File: src/common/synth_macros.svh
// Shared widths and block ids for the synthesizer DMA
// Credit count and register reset values
`ifndef SYNTH_MACROS_SVH
`define SYNTH_MACROS_SVH

// Bus and address widths
`define SYNTH_BUS_WIDTH         32
`define SYNTH_DMA_ADRS_WIDTH    16
`define SYNTH_RAM_ADRS_WIDTH    8

// Block ids in address bits 23:16
`define SYNTH_CSR_BLOCK         8'h04
`define SYNTH_RAM_BLOCK         8'h05

// Address bit that marks a bus write
`define SYNTH_WRITE_BIT         30

// Output stream credits granted after reset
`define SYNTH_CREDITS           4

// Register reset values
`define SYNTH_DMA_END_INIT      255
`define SYNTH_AMP_INIT          255

`endif

File: src/common/synthPkg.sv
// Synthesizer DMA shared types
// Bus cycle, DMA settings, amplitude set, sample word
// DMA state enum
`default_nettype none

`include "synth_macros.svh"

package synthPkg;

	//----------------------------------------------------------
	// Bus
	//----------------------------------------------------------
	// One bus cycle, write flagged by an address bit
	typedef struct packed {
		logic [`SYNTH_BUS_WIDTH-1:0] wd;
		logic [`SYNTH_BUS_WIDTH-1:0] adrs;
	} usiReq_t;

	//----------------------------------------------------------
	// DMA and mixer settings
	//----------------------------------------------------------
	// Walk range and stride, plus auto cycle mode
	typedef struct packed {
		logic [`SYNTH_DMA_ADRS_WIDTH-1:0] adrsStart;
		logic [`SYNTH_DMA_ADRS_WIDTH-1:0] adrsEnd;
		logic [`SYNTH_DMA_ADRS_WIDTH-1:0] adrsAdd;
		logic                             cycle;
	} dmaCfg_t;

	// Channel 1 amplitude in the low byte
	typedef struct packed {
		logic [3:0][7:0] amp;
	} ampSet_t;

	// Four signed 8-bit samples, channel 1 in the low byte
	typedef struct packed {
		logic [3:0][7:0] ch;
	} sampleWord_t;

	// DMA sequencer states
	typedef enum logic [1:0] {
		IDLE,
		RUN,
		STALL,
		DONE
	} dmaState_e;

endpackage

`default_nettype wire

File: src/dma/DmaAdrsCounter.sv
// DMA address counter
// Start load, stride step and end compare
`timescale 1ns/1ps
`default_nettype none

`include "synth_macros.svh"

module DmaAdrsCounter
	import synthPkg::*;
(
	input  wire                             iSCLK,
	input  wire                             iSRST,
	input  wire                             load,
	input  wire                             step,
	input  wire dmaCfg_t                    dmaCfg,
	output logic [`SYNTH_DMA_ADRS_WIDTH-1:0] adrs,
	output logic                            atEnd
);

	// Load wins if both strobes are seen
	always_ff @(posedge iSCLK)
	begin
		if (iSRST)
			adrs <= '0;
		else if (load)
			adrs <= dmaCfg.adrsStart;
		else if (step)
			adrs <= adrs + dmaCfg.adrsAdd;
	end

	// At or past the end address
	assign atEnd = (adrs >= dmaCfg.adrsEnd);

endmodule

`default_nettype wire

File: config.mk
export PLATFORM = sky130hd
export DESIGN_NAME = DmaAdrsCounter
export DESIGN_NICKNAME = d
export VERILOG_FILES = /design/src/common/synthPkg.sv /design/src/dma/DmaAdrsCounter.sv
export VERILOG_INCLUDE_DIRS = /design/src /design/src/common
export SDC_FILE = /design/constraint.sdc
export NUM_CORES = 1
export LEC_CHECK = 0
export ABC_AREA = 1
export BUFFER_PORTS_ARGS = -buffer_cell sky130_fd_sc_hd__buf_2
export CORE_MARGIN = 5
export CORE_UTILIZATION = 54
export DETAILED_ROUTE_END_ITERATION = 8
export HOLD_SLACK_MARGIN = 0.02
export MAX_ROUTING_LAYER = met4
export PLACE_DENSITY = 0.95
export SETUP_SLACK_MARGIN = 0.3
export SLEW_MARGIN = 10
export SYNTH_ARGS = -nofsm -noshare
export SYNTH_HDL_FRONTEND = slang
export SYNTH_SLANG_ARGS = --single-unit
File: constraint.sdc
create_clock -name iSCLK -period 2.9 [get_ports iSCLK]
set_clock_uncertainty 0.05 [all_clocks]
set_input_delay 0.58 -clock iSCLK [delete_from_list [all_inputs] [get_ports iSCLK]]
set_output_delay 0.58 -clock iSCLK [all_outputs]
set_load 0.1 [all_outputs]
==> impl_metrics.toml <==
[placement]
place.gp.congestion = 0.947
portBuffers = 68
post-place-ws_ps = 512
dp_hpwl_microns = 4420
dp_cells = 421

[die]
die_area_sq_um = 4880
die_h_microns = 69.9
initial_core_util_pct = 56.7
ios = 70
row_count = 21
coreArea_sq_um = 3420
die_w_microns = 69.9

[min_path]
worstHoldStart = "adrs[4]"
hp-class = "reg2reg"

[layout]
layout.cells.non_filler = 424
antennaDiodeCount = 0
top_regs = "adrs x16"
largest_reg_flops = 16
seqCellArea_sq_um = 339
drive_gt1_share_pct = 24.9
nets = 465
fillers = 293
top_register = "adrs"
area_growth_pct = 21.9
multiInputGateArea_sq_um = 1360
fin_util_pct = 69.1
final_cell_mix = "97 x nand2_1, 67 x buf_2, 59 x inv_1, 31 x a21oi_1, 31 x ha_1"
final_common_cell = "nand2_1"

[sta]
setup_ws_ps = 519
worstMarginPinSlew_ps = 547
grt_setup_unrepaired = "no"
clock.fmax_ghz = 0.420
max-slew-margin-rel_pct = 63.5
finalHoldViolCount = 0
holdWs_ps = 474
finalSetupViolCount = 0
slew_viol_final = 0
setup_tns_ps = 0
layout_min_cycle_time_ps = 2380
fin_crit_sh_pct = 82.1

[yosys]
synth_seq_cells = 16
synth_area_leaders = "ha_1 20%, nand2_1 19%, dfxtp_1 17%"
synth_edf_count = 0
yosysWarnings = 0
postSynthCellCount = 313
yosysTopAreaCellShare_pct = 20.0
avgSynthCellArea_sq_um = 6.18
yosysTopAreaCell = "ha_1"
syn_nets = 398
synth_cell_type_count = 27
synth_area_sq_um = 1940
seq_area_frac_synth_pct = 16.5
async_reset_ff_share_pct = 0
synth_top_flop_cell = "dfxtp_1"

[grt]
grt_max_degree = 19
grt_pass1_wl_microns = 8840
grt.total_usage_pct = 22.0
grt_pass1_vias = 2093
grt_overflow = 0
antenna_found_initial = 0

[clock_network]
ctsHoldBuffers = 0
root_buffer = "clkbuf_4"
cts_tree = "yes"
cts_max_level = 1
cts.sinks = 16
post_cts_buffers = 0
cts.clk_slew.worst_paths_ps = 80
cts_resized = 0
cts.path.max_buffers = 2
numCtsBuffers = 3
clock_latency_ps = 280

[worst_setup_path]
path_cells = "buf_2, inv_1, ha_1, nand2_1, inv_1, nand3_1, inv_1, a21oi_1, nand3_2, buf_12"
critical_path.startpoint = "dmaCfg[32]"
crit_type = "in2out"
cp-end-kind = "output pin"
cp-start-kind = "input pin"
critPathArrivalTime_ps = 1750
critPathMaxFanout = 2
cp.required_ps = 2270
cp_slowest_cell = "ha_1"
reg2reg_from = "adrs[0]"
cpPeakStageDelay_ps = 290
cp_num_buf_inv = 5
cp_top_family = "buffers and inverters"
crit_top_cell = "inv_1"

[routing]
drt-wirelength-per-cell_microns = 12.0
viasPerCell = 5.12
drc_errors = 0
dr.pass1.iters = 4
dr.first_iter.drc_count = 128
drt-total-wl_microns = 5080
ant_nets = 0
via_count = 2169

[pwr]
power.internal_mw = 0.444
netSwitchingPower_mw = 0.424
leakage_nw = 1.43
power_per_cell_area_nw_per_um2 = 368
combPwrFrac_pct = 56.5
power_frac_seq_pct = 30.8
sw_frac_of_total_pct = 48.9
p_clk_share_pct = 12.7
irDropWorstVdd_mv = 0.129

[outcome]
status = "finished clean"

[flow_run]
drv_cap = 0
-- metal layers --
| layer | up-vias | wire length, microns | track usage [%] |
|---|---|---|---|
| met2 | 66 | 2420 | 36.9 |
| met4 | 0 | 91 | 8.30 |
| li1 | 1150 | - | - |
| met3 | 8 | 307 | 2.01 |
| met1 | 945 | 2260 | 27.3 |
| met5 | - | 0 | - |
-- power by group through the flow --
stage | logic (mW) | registers, mW | clock network [mW]
after floorplan | 0.249 | 0.394 | 0
after global placement | 0.474 | 0.270 | 0
after detailed placement | 0.486 | 0.271 | 0
after CTS | 0.489 | 0.266 | 0.111
after global routing | 0.539 | 0.270 | 0.117
final | 0.490 | 0.267 | 0.110
-- kinds of logic (layout without fill, tap and decap cells) --
family,Yosys count,count (layout),synth area share (%)
compound gates,54,54,16.1
buf+inv,65,130,13.3
xor+xnor,5,5,2.26
simple gates,141,141,30.8
flops,16,16,16.5
fa+ha+maj,32,32,21.1
-- path summary, 6_finish.rpt --
kind / end / slack (ps) / depth (start not counted)
worst max-delay path: atEnd / 520 / 10
worst min-delay path: adrs[4] / 470 / 2
worst max register to register: adrs[8] / 1020 / 8
worst min register to register: adrs[4] / 470 / 2
-- layout make-up --
| class | count | area share [%] |
|---|---|---|
| sequential | 16 | 14.4 |
| tap | 46 | 2.44 |
| multi-input combinational | 232 | 57.8 |
| timing repair buffer | 68 | 15.1 |
| clock buffer | 3 | 0.954 |
| inverter | 59 | 9.38 |
-- stage by stage --
stage	power [mW]	instance area, sq um
after floorplan	0.642	1960
after global placement	0.744	2340
after detailed placement	0.758	2340
after CTS	0.865	2360
after global routing	0.927	2360
final	0.868	2360
-- synthesized netlist by cell type (2+ instances only) --
library cell  instances
nand2_1              97
inv_1                59
a21oi_1              31
ha_1                 31
nand3_1              19
dfxtp_1              16
a22oi_1              11
nor2_1               10
o21ai_0               6
nor3_1                5
a31oi_1               3
nand3b_1              3
xnor2_1               3
a31o_2                2
clkbuf_1              2
nand2_2               2
nand4_1               2
xor2_1                2
-- worst register-to-register path: stages, from the launching register on --
cell and delay (ps):
dfxtp_2 340, ha_1 210, fa_1 430, nand3_1 90, nand3_1 130, a21oi_1 200
xnor2_1 140, nand2_1 70, a21oi_1 150
Note: power is estimated with default switching activity, not from simulation.
