<file path="config.mk">
export PLATFORM = sky130hd
export DESIGN_NAME = SampleMixer
export DESIGN_NICKNAME = d
export VERILOG_FILES = /design/src/common/synthPkg.sv /design/src/verilog/SampleMixer.sv
export VERILOG_INCLUDE_DIRS = /design/src /design/src/common
export SDC_FILE = /design/constraint.sdc
export NUM_CORES = 1
export LEC_CHECK = 0
export ABC_AREA = 1
export BUFFER_PORTS_ARGS = -buffer_cell sky130_fd_sc_hd__buf_2
export CAP_MARGIN = 20
export CORE_MARGIN = 3
export CORE_UTILIZATION = 50
export DETAILED_ROUTE_END_ITERATION = 7
export GPL_TIMING_DRIVEN = 0
export HOLD_SLACK_MARGIN = 0.08
export PLACE_DENSITY = 0.69
export SETUP_SLACK_MARGIN = 0.4
export SLEW_MARGIN = 20
export SYNTH_ARGS = -nofsm -noshare
export SYNTH_HDL_FRONTEND = slang
export SYNTH_SLANG_ARGS = --single-unit
</file>
<file path="constraint.sdc">
create_clock -name iSCLK -period 6.7 [get_ports iSCLK]
set_clock_uncertainty 0.05 [all_clocks]
set_input_delay 0 -clock iSCLK [delete_from_list [all_inputs] [get_ports iSCLK]]
set_output_delay 0 -clock iSCLK [all_outputs]
set_load 0.005 [all_outputs]
</file>
<file path="src/common/synth_macros.svh">
// Shared widths and block ids for the synthesizer DMA
// Credit count and register reset values
`ifndef SYNTH_MACROS_SVH
`define SYNTH_MACROS_SVH

// Bus and address widths
`define SYNTH_BUS_WIDTH         32
`define SYNTH_DMA_ADRS_WIDTH    16
`define SYNTH_RAM_ADRS_WIDTH    8

// Block ids in address bits 23:16
`define SYNTH_CSR_BLOCK         8'h04
`define SYNTH_RAM_BLOCK         8'h05

// Address bit that marks a bus write
`define SYNTH_WRITE_BIT         30

// Output stream credits granted after reset
`define SYNTH_CREDITS           4

// Register reset values
`define SYNTH_DMA_END_INIT      255
`define SYNTH_AMP_INIT          255

`endif

</file>
<file path="src/common/synthPkg.sv">
// Synthesizer DMA shared types
// Bus cycle, DMA settings, amplitude set, sample word
// DMA state enum
`default_nettype none

`include "synth_macros.svh"

package synthPkg;

	//----------------------------------------------------------
	// Bus
	//----------------------------------------------------------
	// One bus cycle, write flagged by an address bit
	typedef struct packed {
		logic [`SYNTH_BUS_WIDTH-1:0] wd;
		logic [`SYNTH_BUS_WIDTH-1:0] adrs;
	} usiReq_t;

	//----------------------------------------------------------
	// DMA and mixer settings
	//----------------------------------------------------------
	// Walk range and stride, plus auto cycle mode
	typedef struct packed {
		logic [`SYNTH_DMA_ADRS_WIDTH-1:0] adrsStart;
		logic [`SYNTH_DMA_ADRS_WIDTH-1:0] adrsEnd;
		logic [`SYNTH_DMA_ADRS_WIDTH-1:0] adrsAdd;
		logic                             cycle;
	} dmaCfg_t;

	// Channel 1 amplitude in the low byte
	typedef struct packed {
		logic [3:0][7:0] amp;
	} ampSet_t;

	// Four signed 8-bit samples, channel 1 in the low byte
	typedef struct packed {
		logic [3:0][7:0] ch;
	} sampleWord_t;

	// DMA sequencer states
	typedef enum logic [1:0] {
		IDLE,
		RUN,
		STALL,
		DONE
	} dmaState_e;

endpackage

`default_nettype wire

</file>
<file path="src/verilog/SampleMixer.sv">
// Four-channel sample mixer
// Amplitude scaling, play-mask gating, summing
// Registered 16-bit output sample
`timescale 1ns/1ps
`default_nettype none

module SampleMixer
	import synthPkg::*;
(
	input  wire              iSCLK,
	input  wire              iSRST,
	input  wire sampleWord_t rdData,
	input  wire              rdValid,
	input  wire ampSet_t     amps,
	input  wire [3:0]        playMask,
	output logic [15:0]      sample,
	output logic             sampleValid
);

	logic signed [16:0] chProd   [4];
	logic signed [8:0]  chScaled [4];
	logic signed [10:0] mixSum;

	//----------------------------------------------------------
	// Scale and sum
	//----------------------------------------------------------
	always_comb
	begin
		mixSum = '0;
		for (int i = 0; i < 4; i++)
		begin
			// Signed sample times unsigned amplitude
			chProd[i] = $signed(rdData.ch[i]) * $signed({1'b0, amps.amp[i]});
			// Muted channel adds nothing
			chScaled[i] = playMask[i] ? 9'(chProd[i] >>> 8) : 9'sd0;
			mixSum = mixSum + chScaled[i];
		end
	end

	// Sum sign-extended into the output word
	always_ff @(posedge iSCLK)
	begin
		if (rdValid)
			sample <= 16'(mixSum);
	end

	always_ff @(posedge iSCLK)
	begin
		if (iSRST)
			sampleValid <= 1'b0;
		else
			sampleValid <= rdValid;
	end

endmodule

`default_nettype wire

</file>
==> run_results.csv <==
group,metric,value,unit
synth,synth_warnings,0,
synth,yosysTopAreaCell,"fa_1",
worst_hold_path,whs_path_depth,1,
sta,max_slew.worst_pin.slew,0.497,ns
floorplanning,start_util,51.8,%
synth,ys_seq_elements,12,
worst_setup_path,max_stage_delay,0.54,ns
synth,syn-num-nets,1940,
clocking,numClockSinks,12,
sta,hold_viol_final,0,
worst_setup_path,path_buf_inv,5,
global_routing,overflow,0,
pwr,pwr_density_cell,331,mW/mm^2
clocking,cts.htree.levels,1,
detailed_routing,drt_iter0_markers,376,
worst_setup_path,crit_top_cell,"fa_1",
synth,synth_top_area_share,29.9,%
layout,final_common_cell,"inv_1",
synth,syn_area,0.0106,sq mm
worst_setup_path,cp-endpoint,"sample[7]",
clocking,cts_tree,"done",
sta,slew_viol_final,0,
floorplanning,ios,88,
sta,max-slew-margin-rel,66.9,%
global_routing,grt_pass1_wl,40.3,mm
pwr,p_leak,0.00723,uW
clocking,cts_buffers,3,
pwr,p_seq_share,6.4,%
sta,rsz0062_at_grt,"yes",
synth,synthCells,1536,
layout,seq_area,350,sq um
pwr,finalPower,3750,uW
layout,diodes,0,
clocking,clk_pin_slew,0.04,ns
pwr,power.switching,2120,uW
floorplanning,dieArea,0.0231,sq mm
sta,setup_viol,0,
clocking,ctsLongestPathBuffers,2,
worst_setup_path,critPathLaunch,"amps[28]",
layout,multi_input_area,0.00836,sq mm
synth,avgSynthCellArea,6.93,sq um
pwr,p_int,1620,uW
clocking,root_buffer,"clkbuf_16",
worst_setup_path,worstSetupEndpointType,"register",
detailed_routing,vias_per_cell,4.83,
floorplanning,die_w,152,um
synth,synth_cell_types,36,
sta,period_minus_slack,5.98,ns
floorplanning,die_h,152,um
worst_hold_path,hold_class,"primary input to register",
detailed_routing,post_drt_wl_per_cell,11.9,um
layout,drive_gt1_share,5.82,%
sta,final.period_utilization,89.2,%
global_routing,grt_max_degree,13,
layout,final_util,55.0,%
detailed_routing,via_count,8944,
placement,io_buffer_count,39,
outcome,outcome,"completed",
layout,areaGrowthSynthToFinish,6.26,%
worst_setup_path,crit_family,"adder cells",
placement,place_congestion,0.872,
worst_setup_path,worstPathRequired,6.62,ns
detailed_routing,antenna_left,0,
pwr,p_sw_share,56.7,%
global_routing,grt_use_total,19.8,%
worst_setup_path,crit_type,"primary input to register",
sta,finalSetupTns,0,ns
layout,final_nets,1986,
global_routing,first_global_vias,9031,
layout,mostFrequentLayoutCells,"inv_1, nand2_1, ha_1",
layout,fillers,2135,
worst_setup_path,cp_max_fo,8,
worst_setup_path,critPathArrivalTime,5.90,ns
pwr,clkPwrFrac,3.1,%
detailed_routing,first_pass_iters,5,
synth,ys_top_cells_by_area,"fa_1, ha_1, inv_1",
flow_run,maxCapViolCount,0,
sta,max_freq,167,MHz
floorplanning,rows,52,
placement,post-dp-hpwl,19.7,mm
pwr,p_comb_share,90.4,%
synth,ys_seq_area_share,3.29,%
floorplanning,core,0.0206,sq mm
global_routing,antenna_found_initial,0,
detailed_routing,routed_wl,22.1,mm
detailed_routing,drc,0,
worst_setup_path,crit_cells,26,
worst_setup_path,start_kind,"primary input",
pwr,peakVddDrop,0.249,mV
worst_setup_path,critPathSlowestCell,"fa_1",
## synthesized netlist by cell type
cell type  count
o21ai_2        1
a21boi_0       3
nand3_1       51
a21oi_1       68
dfxtp_1        1
o21ai_0       15
clkbuf_1      46
nor2_2         4
o21bai_1       5
a21boi_1       2
a211oi_2       1
and2_1         1
o21a_1         4
inv_2          1
or2_1          4
nor2_1        87
buf_4          6
ha_1         174
inv_1        452
or2_2         11
nand2_1      374
xor2_1         9
nand2_2        5
buf_2          1
edfxtp_1      11
nand4_1        7
and2_0         1
fa_1         159
clkinv_1       2
nor4_1         3
xnor2_1        3
nor3_1         1
o211ai_1       1
o21ai_1       16
a21oi_2        4
a21o_1         2
## cell families after synthesis
kind of cell | after synthesis | share of synthesized area, %
buffers and inverters | 508 | 18.1
AO/OA/AOI/OAI | 122 | 6.38
flip-flops | 12 | 3.29
adder cells (fa/ha/maj) | 333 | 50.4
XOR/XNOR | 12 | 0.988
AND/OR/NAND/NOR | 549 | 20.8
## power groups by stage
stage	sequential (uW)	combinational, uW	clock [uW]
4_1_cts	242	3440	120
5_1_grt	245	3970	124
3_3_place_gp	242	3360	0
3_5_place_dp	242	3410	0
2_1_floorplan	248	2590	0
6_report	241	3390	117
## state kept, by name, indices dropped and copies added (netlist names)
signal,cells
sample,11
sampleValid,1
## worst min-delay path by stage
| stage | from | end |
|---|---|---|
| final | rdValid | sample[2] |
| after global routing | rdValid | sample[3] |
| after CTS | rdValid | sample[2] |
| after detailed placement | iSRST | sampleValid |
| after global placement | iSRST | sampleValid |
| after floorplan | iSRST | sampleValid |
## through the flow
stage	instance area [sq um]	hold WS, ns	std cells	setup WS, ns
after detailed placement	11200	0.108	1845	0.398
after global placement	11200	0.107	1845	0.437
final	11300	0.0967	1851	0.725
after CTS	11300	0.0945	1851	0.621
after floorplan	10600	0.0212	1536	1.03
after global routing	11300	0.111	1851	0.397
## per-layer routing
metal	track usage, %	up-vias	part of all wire, %
met5	0	-	0
met4	1.80	0	0.82
met3	1.45	22	2.9
met2	35.8	132	50
met1	27.0	4194	47
li1	-	4596	-
## area by class of cell
cell class | instances | share of cell area (%)
plain buffers | 53 | 2.11
multi-input cells | 1016 | 73.9
repair buffers | 41 | 1.90
flip-flops and latches | 12 | 3.10
inverters | 455 | 15.2
clock buffers | 4 | 0.786
well taps | 270 | 2.99
## repair_timing
item / in CTS / in global routing
resized for setup: 0 / 28
endpoints found under the setup margin: 0 / 3
endpoints found under the hold margin: 1 / 0
buffers inserted: 0 / 0
hold buffers: 2 / 0
Power figures use the tool's default switching activity.
