$ cat config.mk
export PLATFORM = sky130hd
export DESIGN_NAME = SynthesizerCsr
export DESIGN_NICKNAME = d
export VERILOG_FILES = /design/src/common/synthPkg.sv /design/src/verilog/SynthesizerCsr.sv
export VERILOG_INCLUDE_DIRS = /design/src /design/src/common
export SDC_FILE = /design/constraint.sdc
export NUM_CORES = 1
export LEC_CHECK = 0
export ABC_AREA = 1
export BUFFER_PORTS_ARGS = -buffer_cell sky130_fd_sc_hd__buf_2
export CAP_MARGIN = 40
export CORE_MARGIN = 10
export CORE_UTILIZATION = 49
export DETAILED_ROUTE_END_ITERATION = 6
export GPL_TIMING_DRIVEN = 0
export PLACE_DENSITY = 0.8
export SLEW_MARGIN = 10
export SYNTH_ARGS = -nofsm -noshare
export SYNTH_HDL_FRONTEND = slang
export SYNTH_SLANG_ARGS = --single-unit
$ cat constraint.sdc
create_clock -name iSCLK -period 1.72 [get_ports iSCLK]
set_input_delay 0.172 -clock iSCLK [delete_from_list [all_inputs] [get_ports iSCLK]]
set_output_delay 0.172 -clock iSCLK [all_outputs]
set_load 0.1 [all_outputs]
$ cat src/common/synth_macros.svh
// Shared widths and block ids for the synthesizer DMA
// Credit count and register reset values
`ifndef SYNTH_MACROS_SVH
`define SYNTH_MACROS_SVH

// Bus and address widths
`define SYNTH_BUS_WIDTH         32
`define SYNTH_DMA_ADRS_WIDTH    16
`define SYNTH_RAM_ADRS_WIDTH    8

// Block ids in address bits 23:16
`define SYNTH_CSR_BLOCK         8'h04
`define SYNTH_RAM_BLOCK         8'h05

// Address bit that marks a bus write
`define SYNTH_WRITE_BIT         30

// Output stream credits granted after reset
`define SYNTH_CREDITS           4

// Register reset values
`define SYNTH_DMA_END_INIT      255
`define SYNTH_AMP_INIT          255

`endif

$ cat src/common/synthPkg.sv
// Synthesizer DMA shared types
// Bus cycle, DMA settings, amplitude set, sample word
// DMA state enum
`default_nettype none

`include "synth_macros.svh"

package synthPkg;

	//----------------------------------------------------------
	// Bus
	//----------------------------------------------------------
	// One bus cycle, write flagged by an address bit
	typedef struct packed {
		logic [`SYNTH_BUS_WIDTH-1:0] wd;
		logic [`SYNTH_BUS_WIDTH-1:0] adrs;
	} usiReq_t;

	//----------------------------------------------------------
	// DMA and mixer settings
	//----------------------------------------------------------
	// Walk range and stride, plus auto cycle mode
	typedef struct packed {
		logic [`SYNTH_DMA_ADRS_WIDTH-1:0] adrsStart;
		logic [`SYNTH_DMA_ADRS_WIDTH-1:0] adrsEnd;
		logic [`SYNTH_DMA_ADRS_WIDTH-1:0] adrsAdd;
		logic                             cycle;
	} dmaCfg_t;

	// Channel 1 amplitude in the low byte
	typedef struct packed {
		logic [3:0][7:0] amp;
	} ampSet_t;

	// Four signed 8-bit samples, channel 1 in the low byte
	typedef struct packed {
		logic [3:0][7:0] ch;
	} sampleWord_t;

	// DMA sequencer states
	typedef enum logic [1:0] {
		IDLE,
		RUN,
		STALL,
		DONE
	} dmaState_e;

endpackage

`default_nettype wire

$ cat src/verilog/SynthesizerCsr.sv
// Control and status registers of the synthesizer
// DMA enable, cycle, start, end and add registers
// Channel amplitudes and registered bus read mux
`timescale 1ns/1ps
`default_nettype none

`include "synth_macros.svh"

module SynthesizerCsr
	import synthPkg::*;
(
	input  wire                         iSCLK,
	input  wire                         iSRST,
	input  wire usiReq_t                busReq,
	input  wire                         dmaDone,
	input  wire [3:0]                   playMask,
	output logic [`SYNTH_BUS_WIDTH-1:0] busRd,
	output logic                        dmaEnable,
	output dmaCfg_t                     dmaCfg,
	output ampSet_t                     amps
);

	// Register offsets
	localparam logic [7:0] OffEnable = 8'h04;
	localparam logic [7:0] OffCycle  = 8'h08;
	localparam logic [7:0] OffStart  = 8'h0C;
	localparam logic [7:0] OffEnd    = 8'h10;
	localparam logic [7:0] OffAdd    = 8'h14;
	localparam logic [7:0] OffAmp    = 8'h60;
	localparam logic [7:0] OffPlay   = 8'h84;

	// Stride after reset
	localparam logic [`SYNTH_DMA_ADRS_WIDTH-1:0] AddInit = 1;

	logic        csrWrite;
	logic [15:0] wrOffset;

	// Write strobe for this block
	assign csrWrite = busReq.adrs[`SYNTH_WRITE_BIT]
		&& (busReq.adrs[23:16] == `SYNTH_CSR_BLOCK);
	assign wrOffset = busReq.adrs[15:0];

	//----------------------------------------------------------
	// Register writes
	//----------------------------------------------------------
	always_ff @(posedge iSCLK)
	begin
		if (iSRST)
		begin
			dmaEnable        <= 1'b0;
			dmaCfg.cycle     <= 1'b0;
			dmaCfg.adrsStart <= '0;
			dmaCfg.adrsEnd   <= `SYNTH_DMA_END_INIT;
			dmaCfg.adrsAdd   <= AddInit;
			amps             <= {4{8'(`SYNTH_AMP_INIT)}};
		end
		else
		begin
			// End of walk reloads enable from cycle mode, over any bus write
			if (dmaDone)
				dmaEnable <= dmaCfg.cycle;
			else if (csrWrite && (wrOffset == 16'(OffEnable)))
				dmaEnable <= busReq.wd[0];

			if (csrWrite)
			begin
				case (wrOffset)
					16'(OffCycle): dmaCfg.cycle     <= busReq.wd[0];
					16'(OffStart): dmaCfg.adrsStart <= busReq.wd[`SYNTH_DMA_ADRS_WIDTH-1:0];
					16'(OffEnd):   dmaCfg.adrsEnd   <= busReq.wd[`SYNTH_DMA_ADRS_WIDTH-1:0];
					16'(OffAdd):   dmaCfg.adrsAdd   <= busReq.wd[`SYNTH_DMA_ADRS_WIDTH-1:0];
					// All four amplitudes in one word
					16'(OffAmp):   amps             <= busReq.wd;
					default:       ;
				endcase
			end
		end
	end

	//----------------------------------------------------------
	// Register reads
	//----------------------------------------------------------
	// Low 8 address bits only, fields zero-extended
	always_ff @(posedge iSCLK)
	begin
		case (busReq.adrs[7:0])
			OffEnable: busRd <= `SYNTH_BUS_WIDTH'(dmaEnable);
			OffCycle:  busRd <= `SYNTH_BUS_WIDTH'(dmaCfg.cycle);
			OffStart:  busRd <= `SYNTH_BUS_WIDTH'(dmaCfg.adrsStart);
			OffEnd:    busRd <= `SYNTH_BUS_WIDTH'(dmaCfg.adrsEnd);
			OffAdd:    busRd <= `SYNTH_BUS_WIDTH'(dmaCfg.adrsAdd);
			OffAmp:    busRd <= amps;
			// Play status from the top
			OffPlay:   busRd <= `SYNTH_BUS_WIDTH'(playMask);
			// Unmapped offset echoes write data
			default:   busRd <= busReq.wd;
		endcase
	end

endmodule

`default_nettype wire

==> flow_summary_export.csv <==
group,metric,value,unit
detailed_routing,via_count,5685,
timing,whs,-6.94,ps
cells_and_area,diodes,0,
run_status,status,"complete, but fails checks",
worst_setup_path,crit_path_max_fanout,3,
worst_setup_path,arrival,1380,ps
power,p_per_area,998,nW/um^2
global_routing,grt_pass1_wl,29700,um
clock_tree,htree_levels,4,
worst_setup_path,path_delay_family,"buffers and inverters",
cells_and_area,final_util,70.0,%
synth,ys_types,24,
power,power_leakage,3.34,nW
power,p_sw_share,26.2,%
cells_and_area,fillers,798,
synth,synth.avg_cell_area,7.35,sq um
placed_design,place_inst,962,
worst_setup_path,crit_type,"reg2out",
die,die_h,119,um
detailed_routing,drt_pre_antenna_iters,5,
synth,ys_ff_latch,114,
clock_tree,clock_sink_count,114,
power,p_int,0.00497,W
clock_tree,cts.clk_slew.worst_paths,60,ps
timing,rsz0062_at_grt,"false",
worst_setup_path,r2r-start,"dmaCfg[0]$_SDFFE_PP0P_",
timing,hold_viol_final,1,
worst_setup_path,endpoint_kind,"output pin",
die,core_area,9640,sq um
hold_path,hold_class,"in2reg",
global_routing,grt_max_degree,17,
clock_tree,cts_tree,"built",
timing,timing.fmax,646,MHz
synth,yosysMostFrequentCell,"nand2_1",
placed_design,pre_cts_slack,-47.2,ps
cells_and_area,synthToLayoutAreaGrowth,40.7,%
timing,min_period,1550,ps
worst_setup_path,cp_cell_sequence,"buf_2",
worst_setup_path,cp-start-kind,"flop",
worst_setup_path,slowest_stage,"buf_2",
synth,synth-edff-count,0,
cells_and_area,drive_above_1_share,28.7,%
clock_tree,post_cts_buffers,0,
hold_path,hp-start,"playMask[2]",
timing,worstMarginPinSlew,628,ps
clock_tree,clock_path_buffers,2,
detailed_routing,wirelength,19000,um
die,start_util,49.7,%
synth,syn_nets,723,
clock_tree,cts_made_buffers,17,
detailed_routing,drt_iter0_drc,707,
placed_design,gp_congestion,0.907,
die,dieArea,14100,sq um
power,switching_power,0.00176,W
timing,slew_viol_final,0,
synth,synth_top_area_share,47.6,%
detailed_routing,antenna_left,0,
timing,maxSlewHeadroom,58.1,%
timing,fin_ws,173,ps
worst_setup_path,slowest_delay,460,ps
synth,syn_area,4790,sq um
worst_setup_path,required,1550,ps
timing,finalSetupTns,0,ps
worst_setup_path,setup.worst_path.start,"amps[15]$_SDFFE_PP1P_",
run_status,violations,"hold timing",
clock_tree,clk_latency,520,ps
synth,async_reset_ff_share,0,%
timing,fin_skew,11.9,ps
cells_and_area,finalNonFillerCells,1028,
die,row_count,36,
power,seq_power_share,40.2,%
worst_setup_path,critical_path_buf_inv_count,1,
run,cap_violations,0,
power,peakVddDrop,648,uV
global_routing,grtUsageTotal,25.9,%
detailed_routing,drc,0,
placed_design,place.port_buffers,177,
placed_design,hpwl,13000,um
global_routing,antenna_found_initial,0,
detailed_routing,via_per_inst,5.53,
synth,yosys-top-cells-area,"dfxtp_1 48%, nand2_1 14%, nand3_1 9.7%",
global_routing,gr-total-overflow,0,
detailed_routing,post_drt_wl_per_cell,18.5,um
synth,ys_warn_count,0,
synth,synthCells,652,
power,combPwrFrac,11.3,%
global_routing,grt_pass1_vias,5706,
die,ios,185,
synth,synth_common_cells,"175 x nand2_1, 114 x dfxtp_1, 105 x nor2_1",
cells_and_area,layout.nets,954,
timing,setup_viol,0,
synth,synth_flop_cell,"dfxtp_1",
synth,yosysSeqAreaShare,47.6,%
power,power.share.clock,48.5,%
synth,yosysTopAreaCell,"dfxtp_1",
clock_tree,cts_root_buf,"clkbuf_8",
timing,finalCritPeriodShare,89.9,%
die,die_w,119,um
[registers in the layout, indices dropped and copies added, names as in the netlist]
signal,flops
dmaEnable,1
dmaCfg,49
busRd,32
amps,32
[kinds of logic (layout without fill, tap and decap cells)]
kind of cell,after synthesis,in the layout,share of synthesized area (%)
buffers and inverters,55,298,5.72
AOI/OAI and AO/OA,54,54,5.74
and+or+nand+nor,429,429,40.9
DFF,114,114,47.6
[final timing paths]
| kind | depth (start not counted) | slack, ps | endpoint |
|---|---|---|---|
| worst max-delay path | 1 | 170 | amps[15] |
| worst min-delay path | 5 | -7 | busRd[2]$_DFF_P_ |
| worst max register to register | 3 | 540 | dmaCfg[0]$_SDFFE_PP0P_ |
| worst min register to register | 2 | 470 | busRd[20]$_DFF_P_ |
[repair_timing]
action,CTS,global route
hold endpoints to repair,74,0
hold buffers,35,0
resized for setup,0,0
[power groups by stage]
stage                     sequential [W]  combinational (W)  clock (W)
after floorplan                  0.00312           0.000128          0
after global placement           0.00276           0.000680          0
after detailed placement         0.00276           0.000690          0
after CTS                        0.00271           0.000753    0.00324
after global routing             0.00271           0.000798    0.00339
final                            0.00271           0.000760    0.00327
[per-layer routing]
| metal | vias to the layer above | GRT usage (%) | wire (um) |
|---|---|---|---|
| met4 | 0 | 14.4 | 838 |
| met5 | - | 0 | 0 |
| met3 | 61 | 7.61 | 1970 |
| met2 | 381 | 43.6 | 9150 |
| li1 | 2616 | - | - |
| met1 | 2627 | 28.9 | 7040 |
[area by class of cell]
class	instances	area, sq um	area share (%)
Clock inverter	5	50.0	0.742
Multi-Input combinational cell	483	2240	33.2
Tap cell	133	166	2.47
Sequential cell	114	2280	33.8
Clock buffer	26	498	7.38
Inverter	16	60.1	0.890
Buffer	39	214	3.17
Timing Repair Buffer	212	1240	18.3
[cells in the final DEF, fill, tap and decap left out, drive strengths merged]
| master | count |
|---|---|
| bufinv | 1 |
| o211ai | 2 |
| nand2 | 180 |
| clkinv | 5 |
| buf | 208 |
| clkbuf | 34 |
| nand4 | 32 |
| dfxtp | 114 |
| inv | 15 |
| a21oi | 12 |
| nor3 | 2 |
| nand3 | 100 |
| nor2 | 115 |
| dlygate4sd3 | 35 |
| o21ai | 40 |
[metrics by stage]
step | instance area [sq um] | total power (W)
after detailed placement | 5850 | 0.00345
final | 6750 | 0.00673
after floorplan | 4790 | 0.00325
after global routing | 6750 | 0.00690
after CTS | 6750 | 0.00670
after global placement | 5850 | 0.00344
Note: power is estimated with default switching activity, not from simulation.
