$ cat src/common/synth_macros.svh
// Shared widths and block ids for the synthesizer DMA
// Credit count and register reset values
`ifndef SYNTH_MACROS_SVH
`define SYNTH_MACROS_SVH

// Bus and address widths
`define SYNTH_BUS_WIDTH         32
`define SYNTH_DMA_ADRS_WIDTH    16
`define SYNTH_RAM_ADRS_WIDTH    8

// Block ids in address bits 23:16
`define SYNTH_CSR_BLOCK         8'h04
`define SYNTH_RAM_BLOCK         8'h05

// Address bit that marks a bus write
`define SYNTH_WRITE_BIT         30

// Output stream credits granted after reset
`define SYNTH_CREDITS           4

// Register reset values
`define SYNTH_DMA_END_INIT      255
`define SYNTH_AMP_INIT          255

`endif

$ cat src/common/synthPkg.sv
// Synthesizer DMA shared types
// Bus cycle, DMA settings, amplitude set, sample word
// DMA state enum
`default_nettype none

`include "synth_macros.svh"

package synthPkg;

	//----------------------------------------------------------
	// Bus
	//----------------------------------------------------------
	// One bus cycle, write flagged by an address bit
	typedef struct packed {
		logic [`SYNTH_BUS_WIDTH-1:0] wd;
		logic [`SYNTH_BUS_WIDTH-1:0] adrs;
	} usiReq_t;

	//----------------------------------------------------------
	// DMA and mixer settings
	//----------------------------------------------------------
	// Walk range and stride, plus auto cycle mode
	typedef struct packed {
		logic [`SYNTH_DMA_ADRS_WIDTH-1:0] adrsStart;
		logic [`SYNTH_DMA_ADRS_WIDTH-1:0] adrsEnd;
		logic [`SYNTH_DMA_ADRS_WIDTH-1:0] adrsAdd;
		logic                             cycle;
	} dmaCfg_t;

	// Channel 1 amplitude in the low byte
	typedef struct packed {
		logic [3:0][7:0] amp;
	} ampSet_t;

	// Four signed 8-bit samples, channel 1 in the low byte
	typedef struct packed {
		logic [3:0][7:0] ch;
	} sampleWord_t;

	// DMA sequencer states
	typedef enum logic [1:0] {
		IDLE,
		RUN,
		STALL,
		DONE
	} dmaState_e;

endpackage

`default_nettype wire

$ cat src/dma/DmaCtrlFsm.sv
// DMA sequencer FSM
// Output stream credit counter
// Address load/step and RAM read issue
`timescale 1ns/1ps
`default_nettype none

`include "synth_macros.svh"

module DmaCtrlFsm
	import synthPkg::*;
(
	input  wire  iSCLK,
	input  wire  iSRST,
	input  wire  dmaEnable,
	input  wire  atEnd,
	input  wire  creditReturn,
	output logic load,
	output logic step,
	output logic rdEn,
	output logic dmaDone
);

	localparam int CntWidth = $clog2(`SYNTH_CREDITS + 1);

	dmaState_e             state;
	dmaState_e             stateNext;
	logic [CntWidth-1:0]   creditCnt;
	logic                  haveCredit;

	assign haveCredit = (creditCnt != '0);

	//----------------------------------------------------------
	// Next state and strobes
	//----------------------------------------------------------
	always_comb
	begin
		stateNext = state;
		load      = 1'b0;
		step      = 1'b0;
		rdEn      = 1'b0;
		dmaDone   = 1'b0;
		case (state)
			IDLE:
			begin
				// Start address loads while still idle
				if (dmaEnable)
				begin
					load      = 1'b1;
					stateNext = RUN;
				end
			end
			RUN:
			begin
				if (!dmaEnable)
					stateNext = IDLE;
				else if (haveCredit)
				begin
					rdEn = 1'b1;
					// Last read skips the step
					if (atEnd)
						stateNext = DONE;
					else
						step = 1'b1;
				end
				else
					stateNext = STALL;
			end
			STALL:
			begin
				// Wait here until the sink hands back a credit
				if (!dmaEnable)
					stateNext = IDLE;
				else if (haveCredit)
					stateNext = RUN;
			end
			DONE:
			begin
				dmaDone   = 1'b1;
				stateNext = IDLE;
			end
			default: stateNext = IDLE;
		endcase
	end

	always_ff @(posedge iSCLK)
	begin
		if (iSRST)
			state <= IDLE;
		else
			state <= stateNext;
	end

	//----------------------------------------------------------
	// Credit counter
	//----------------------------------------------------------
	// Return and issue may land in the same cycle
	always_ff @(posedge iSCLK)
	begin
		if (iSRST)
			creditCnt <= CntWidth'(`SYNTH_CREDITS);
		else
			creditCnt <= creditCnt + CntWidth'(creditReturn) - CntWidth'(rdEn);
	end

endmodule

`default_nettype wire

$ cat config.mk
export PLATFORM = sky130hd
export DESIGN_NAME = DmaCtrlFsm
export DESIGN_NICKNAME = d
export VERILOG_FILES = /design/src/common/synthPkg.sv /design/src/dma/DmaCtrlFsm.sv
export VERILOG_INCLUDE_DIRS = /design/src /design/src/common
export SDC_FILE = /design/constraint.sdc
export NUM_CORES = 1
export LEC_CHECK = 0
export BUFFER_PORTS_ARGS = -buffer_cell sky130_fd_sc_hd__buf_2
export CAP_MARGIN = 20
export CORE_AREA = 2 2 39 41
export DETAILED_ROUTE_END_ITERATION = 6
export DIE_AREA = 0 0 41 43
export MAX_ROUTING_LAYER = met4
export SLEW_MARGIN = 0
export SYNTH_ARGS = -nofsm -noshare
export SYNTH_HDL_FRONTEND = slang
export SYNTH_SLANG_ARGS = --single-unit
$ cat constraint.sdc
create_clock -name iSCLK -period 2.1 [get_ports iSCLK]
set_input_delay 0.105 -clock iSCLK [delete_from_list [all_inputs] [get_ports iSCLK]]
set_output_delay 0.105 -clock iSCLK [all_outputs]
set_load 0.01 [all_outputs]
==> run summary <==
The sum of met2 wire segment lengths after detailed routing came out at 271 µm. The starting density of the core is 0.215. The setup clock skew after layout is 0.00416 ns. The highest layer touched by signal routing is met3.

The maximum clock insertion buffer count came out at 2. The die is 41 µm wide. After detailed routing, the number of vias per cell comes to 3.94. The register area share after synthesis is 0.336. The die covers 1760 µm². The startpoint identified for the worst hold timing path is iSRST. The slew at the pin closest to its max-slew limit is 0.236 ns. Of the cells placed in the final design, the portion with a size suffix greater than 1 is 0.574.

The global-route wire length before repair came out at 1.00 mm. The initial antenna violation count came to 0. In the final routing, the length of wire on met1 measures 267 µm. The destination of the worst hold path is creditCnt[1]. The net count of the finished layout is 56. The part of the power in the clock network came out at 0.282.

In this run the critical register-to-register path is launched from creditCnt[1]. The number of clock buffers inserted by TritonCTS came out at 3. The portion of total power attributed to sequential cells is 0.347. The highest net fanout along the worst path came out at 3. Entering global routing, the biggest net connects 6 pins.

The post-layout utilization of the core is 0.329. The worst hold path was traced through 2 stages. The synthesized netlist contains 18 unique library cells. The most used flip-flop cell after synthesis is sky130_fd_sc_hd__dfxtp_1.

The per-instance average area after synthesis is 10.6 µm². Detailed routing inserted a total of 248 vias. The endpoint identified for the worst register-to-register timing path is creditCnt[2]. The total grt overflow came out at 0. The cell leakage power came out at 0.215 nW. The category of the worst setup path launch point is a register. The critical path required time is 2.23 ns. The maximum operating frequency is 496 MHz. The count of antenna diodes in the layout is 0. The async set-reset flop share out of synthesis came out at 0.

The worst max-slew margin expressed relative to the limit is 0.842. Summed over all failing endpoints, the final setup total negative slack is 0 ns. The iteration count of the initial detailed-routing pass came out at 4. The total met3 wirelength after detailed routing is 41 µm. The combinational power share is 0.372. Across the VDD grid, the largest voltage drop is 0.373 mV.

CTS built an H-tree with a depth of 1. The worst path in the final design needs a cycle of 2.02 ns, including I/O delays and setup. CTS placed an instance of sky130_fd_sc_hd__clkbuf_4 at the clock tree root. Clock-pin slew was measured on the worst setup and hold paths at 0.05 ns. The run finished with clean final reports.

The arrival time at the worst endpoint is 2.15 ns. The total power of the final layout came out at 0.395 mW. The switching power as a share of total power is 0.304. STA classifies the critical path endpoint as a register. In this run the count of I/O pins placed on the die edge is 9.

The critical path start-end classification is reg2reg. The number of global-route vias before repair came out at 234. The count of pins over their slew limit is 0.

The final weighted congestion in routability-driven placement is 0.638. The total of fill cells in the finished design is 152. The global-route usage over all layers is 0.0917. The mean routed wirelength per cell came out at 9.21 µm.

The count of synthesis-stage warnings from yosys came out at 0. TritonCTS built the clock tree. The floorplan step set the die height to 43 µm. The tool flagged a number of max-cap violations equal to 0.

The number of sinks on the clock net is 5. The power spent charging and discharging nets came out at 0.120 mW. Internal power comes to 0.275 mW.

The total power density per cell area is 867 nW/µm². The worst-case register-to-register setup slack came out at 0.08 ns. The number of enable-type register cells in the synthesized netlist is 0.

The violation count after the first detailed-routing iteration came out at 4. The count of endpoints failing setup in the final report came out at 0. The placeable core region is 1380 µm². The number of hold violations in the final report came to 0. The cell area that synthesis handed to floorplanning was 298 µm². The post-placement worst setup slack came out at -0.0108 ns. The post-synthesis instance total is 28. The final clock period utilization by the worst path came out at 0.961.

Setup repair after global routing could not meet its margin everywhere. The area growth from synthesis to layout is 52.9%. The path class of the lowest-slack min-delay path is in2reg. The standard-cell row count came out at 14.

Measured in cells, the most critical reg-to-reg path has a length of 10. The number of nets in the synthesized netlist came out at 36. The setup slack of the critical path after layout came out at 0.0821 ns. The routed wire length is 580 µm. The number of nets with antenna violations after routing came out at 0. The clock network latency to the later pin of the worst-skew pair came out at 0.24 ns. The post-route DRC violation count is 0. In this run, synthesis produced a sequential element count of 5. Port buffering added 8 buffers.
==> cells in the mapped netlist (2+ instances only) <==
| cell type | count | area [µm²] |
|---|---|---|
| sky130_fd_sc_hd__dfxtp_1 | 5 | 100 |
| sky130_fd_sc_hd__ha_1 | 2 | 25.0 |
| sky130_fd_sc_hd__inv_1 | 3 | 11.3 |
| sky130_fd_sc_hd__nand2b_1 | 2 | 12.5 |
| sky130_fd_sc_hd__nor2_1 | 2 | 7.51 |
| sky130_fd_sc_hd__nor2b_1 | 2 | 12.5 |
==> through the flow <==
stage,instance area (µm²),cells,hold WS [ns]
2_1_floorplan,305,28,0.162
3_3_place_gp,395,56,0.290
4_1_cts,422,60,0.0391
6_report,455,63,0.0524
5_1_grt,455,63,0.0584
3_5_place_dp,395,56,0.300
==> worst max path at each step <==
stage	from	endpoint	slack [ns]	cells after the start
3_3_place_gp	creditCnt[0]	creditCnt[2]	0.02	10
5_1_grt	creditCnt[1]	creditCnt[2]	-0.07	10
6_report	creditCnt[1]	creditCnt[2]	0.08	10
4_1_cts	creditCnt[0]	creditCnt[2]	0.006	10
3_5_place_dp	creditCnt[0]	creditCnt[2]	-0.01	10
2_1_floorplan	creditCnt[1]	creditCnt[2]	0.003	10
==> cells in the final DEF (no fill, tap or decap) <==
cell | Yosys | final
sky130_fd_sc_hd__maj3_2 | 1 | 1
sky130_fd_sc_hd__o21ai_0 | 1 | 1
sky130_fd_sc_hd__ha_1 | 2 | 2
sky130_fd_sc_hd__nand3b_1 | 1 | 1
sky130_fd_sc_hd__xnor2_1 | 1 | 1
sky130_fd_sc_hd__and2_1 | 1 | 1
sky130_fd_sc_hd__clkbuf_1 | 0 | 1
sky130_fd_sc_hd__fa_2 | 0 | 1
sky130_fd_sc_hd__inv_2 | 0 | 1
sky130_fd_sc_hd__buf_4 | 0 | 7
sky130_fd_sc_hd__nor3b_1 | 1 | 1
sky130_fd_sc_hd__a21oi_1 | 1 | 1
sky130_fd_sc_hd__nor3_4 | 1 | 1
sky130_fd_sc_hd__buf_2 | 0 | 8
sky130_fd_sc_hd__and2b_1 | 1 | 1
sky130_fd_sc_hd__dfxtp_1 | 5 | 2
sky130_fd_sc_hd__dfxtp_2 | 0 | 1
sky130_fd_sc_hd__nand2b_1 | 2 | 2
sky130_fd_sc_hd__nor2b_1 | 2 | 2
sky130_fd_sc_hd__nor4bb_4 | 1 | 1
sky130_fd_sc_hd__nor2_1 | 2 | 2
sky130_fd_sc_hd__dfxtp_4 | 0 | 2
sky130_fd_sc_hd__xor2_2 | 0 | 1
sky130_fd_sc_hd__clkbuf_4 | 0 | 3
sky130_fd_sc_hd__inv_1 | 3 | 2
==> critical path, cell delays in order, from the launching register on <==
cell and delay (ns):
sky130_fd_sc_hd__dfxtp_4 0.34, sky130_fd_sc_hd__nor3_4 0.26, sky130_fd_sc_hd__nor4bb_4 0.08, sky130_fd_sc_hd__ha_1 0.29, sky130_fd_sc_hd__inv_1 0.05, sky130_fd_sc_hd__ha_1 0.14, sky130_fd_sc_hd__inv_2 0.04, sky130_fd_sc_hd__fa_2 0.35
sky130_fd_sc_hd__xor2_2 0.16, sky130_fd_sc_hd__xnor2_1 0.13, sky130_fd_sc_hd__nand2b_1 0.06
==> layer usage <==
metal,track usage,up-vias
li1,-,130
met1,0.113,111
met2,0.122,7
met3,0.0314,0
met4,0.0600,0
met5,-,-
==> cell type report <==
cell class | instances | area (µm²) | area share
clock buffer | 4 | 26.3 | 0.0577
inverter | 3 | 11.3 | 0.0247
multi-input combinational | 20 | 196 | 0.431
sequential | 5 | 109 | 0.239
tap | 16 | 20.0 | 0.0440
timing repair buffer | 15 | 92.6 | 0.203
==> sequential cells by signal, indices dropped and copies added, names as in the netlist <==
| name | cells |
|---|---|
| state | 2 |
| creditCnt | 3 |
==> repair_timing <==
action,4_1_cts,5_1_grt
setup endpoints to repair,1,1
setup buffers,0,3
hold buffers,0,0
pin swaps,1,4
gates resized for setup,0,4
gates cloned,0,0
==> power by group through the flow <==
stage          clock network (mW)  logic, mW  registers (mW)
2_1_floorplan                   0     0.0777           0.139
3_3_place_gp                    0      0.117           0.136
4_1_cts                     0.118      0.126           0.134
5_1_grt                     0.126      0.168           0.140
6_report                    0.111      0.147           0.137
3_5_place_dp                    0      0.125           0.136
==> cells by family after synthesis <==
| family | synth area share |
|---|---|
| and+or+nand+nor | 0.345 |
| buffers and inverters | 0.0378 |
| AOI/OAI and AO/OA | 0.0336 |
| adders and majority gates | 0.189 |
| DFF | 0.336 |
| xor gates and xnor gates | 0.0588 |
No activity file was read; power rests on OpenSTA's default activity.
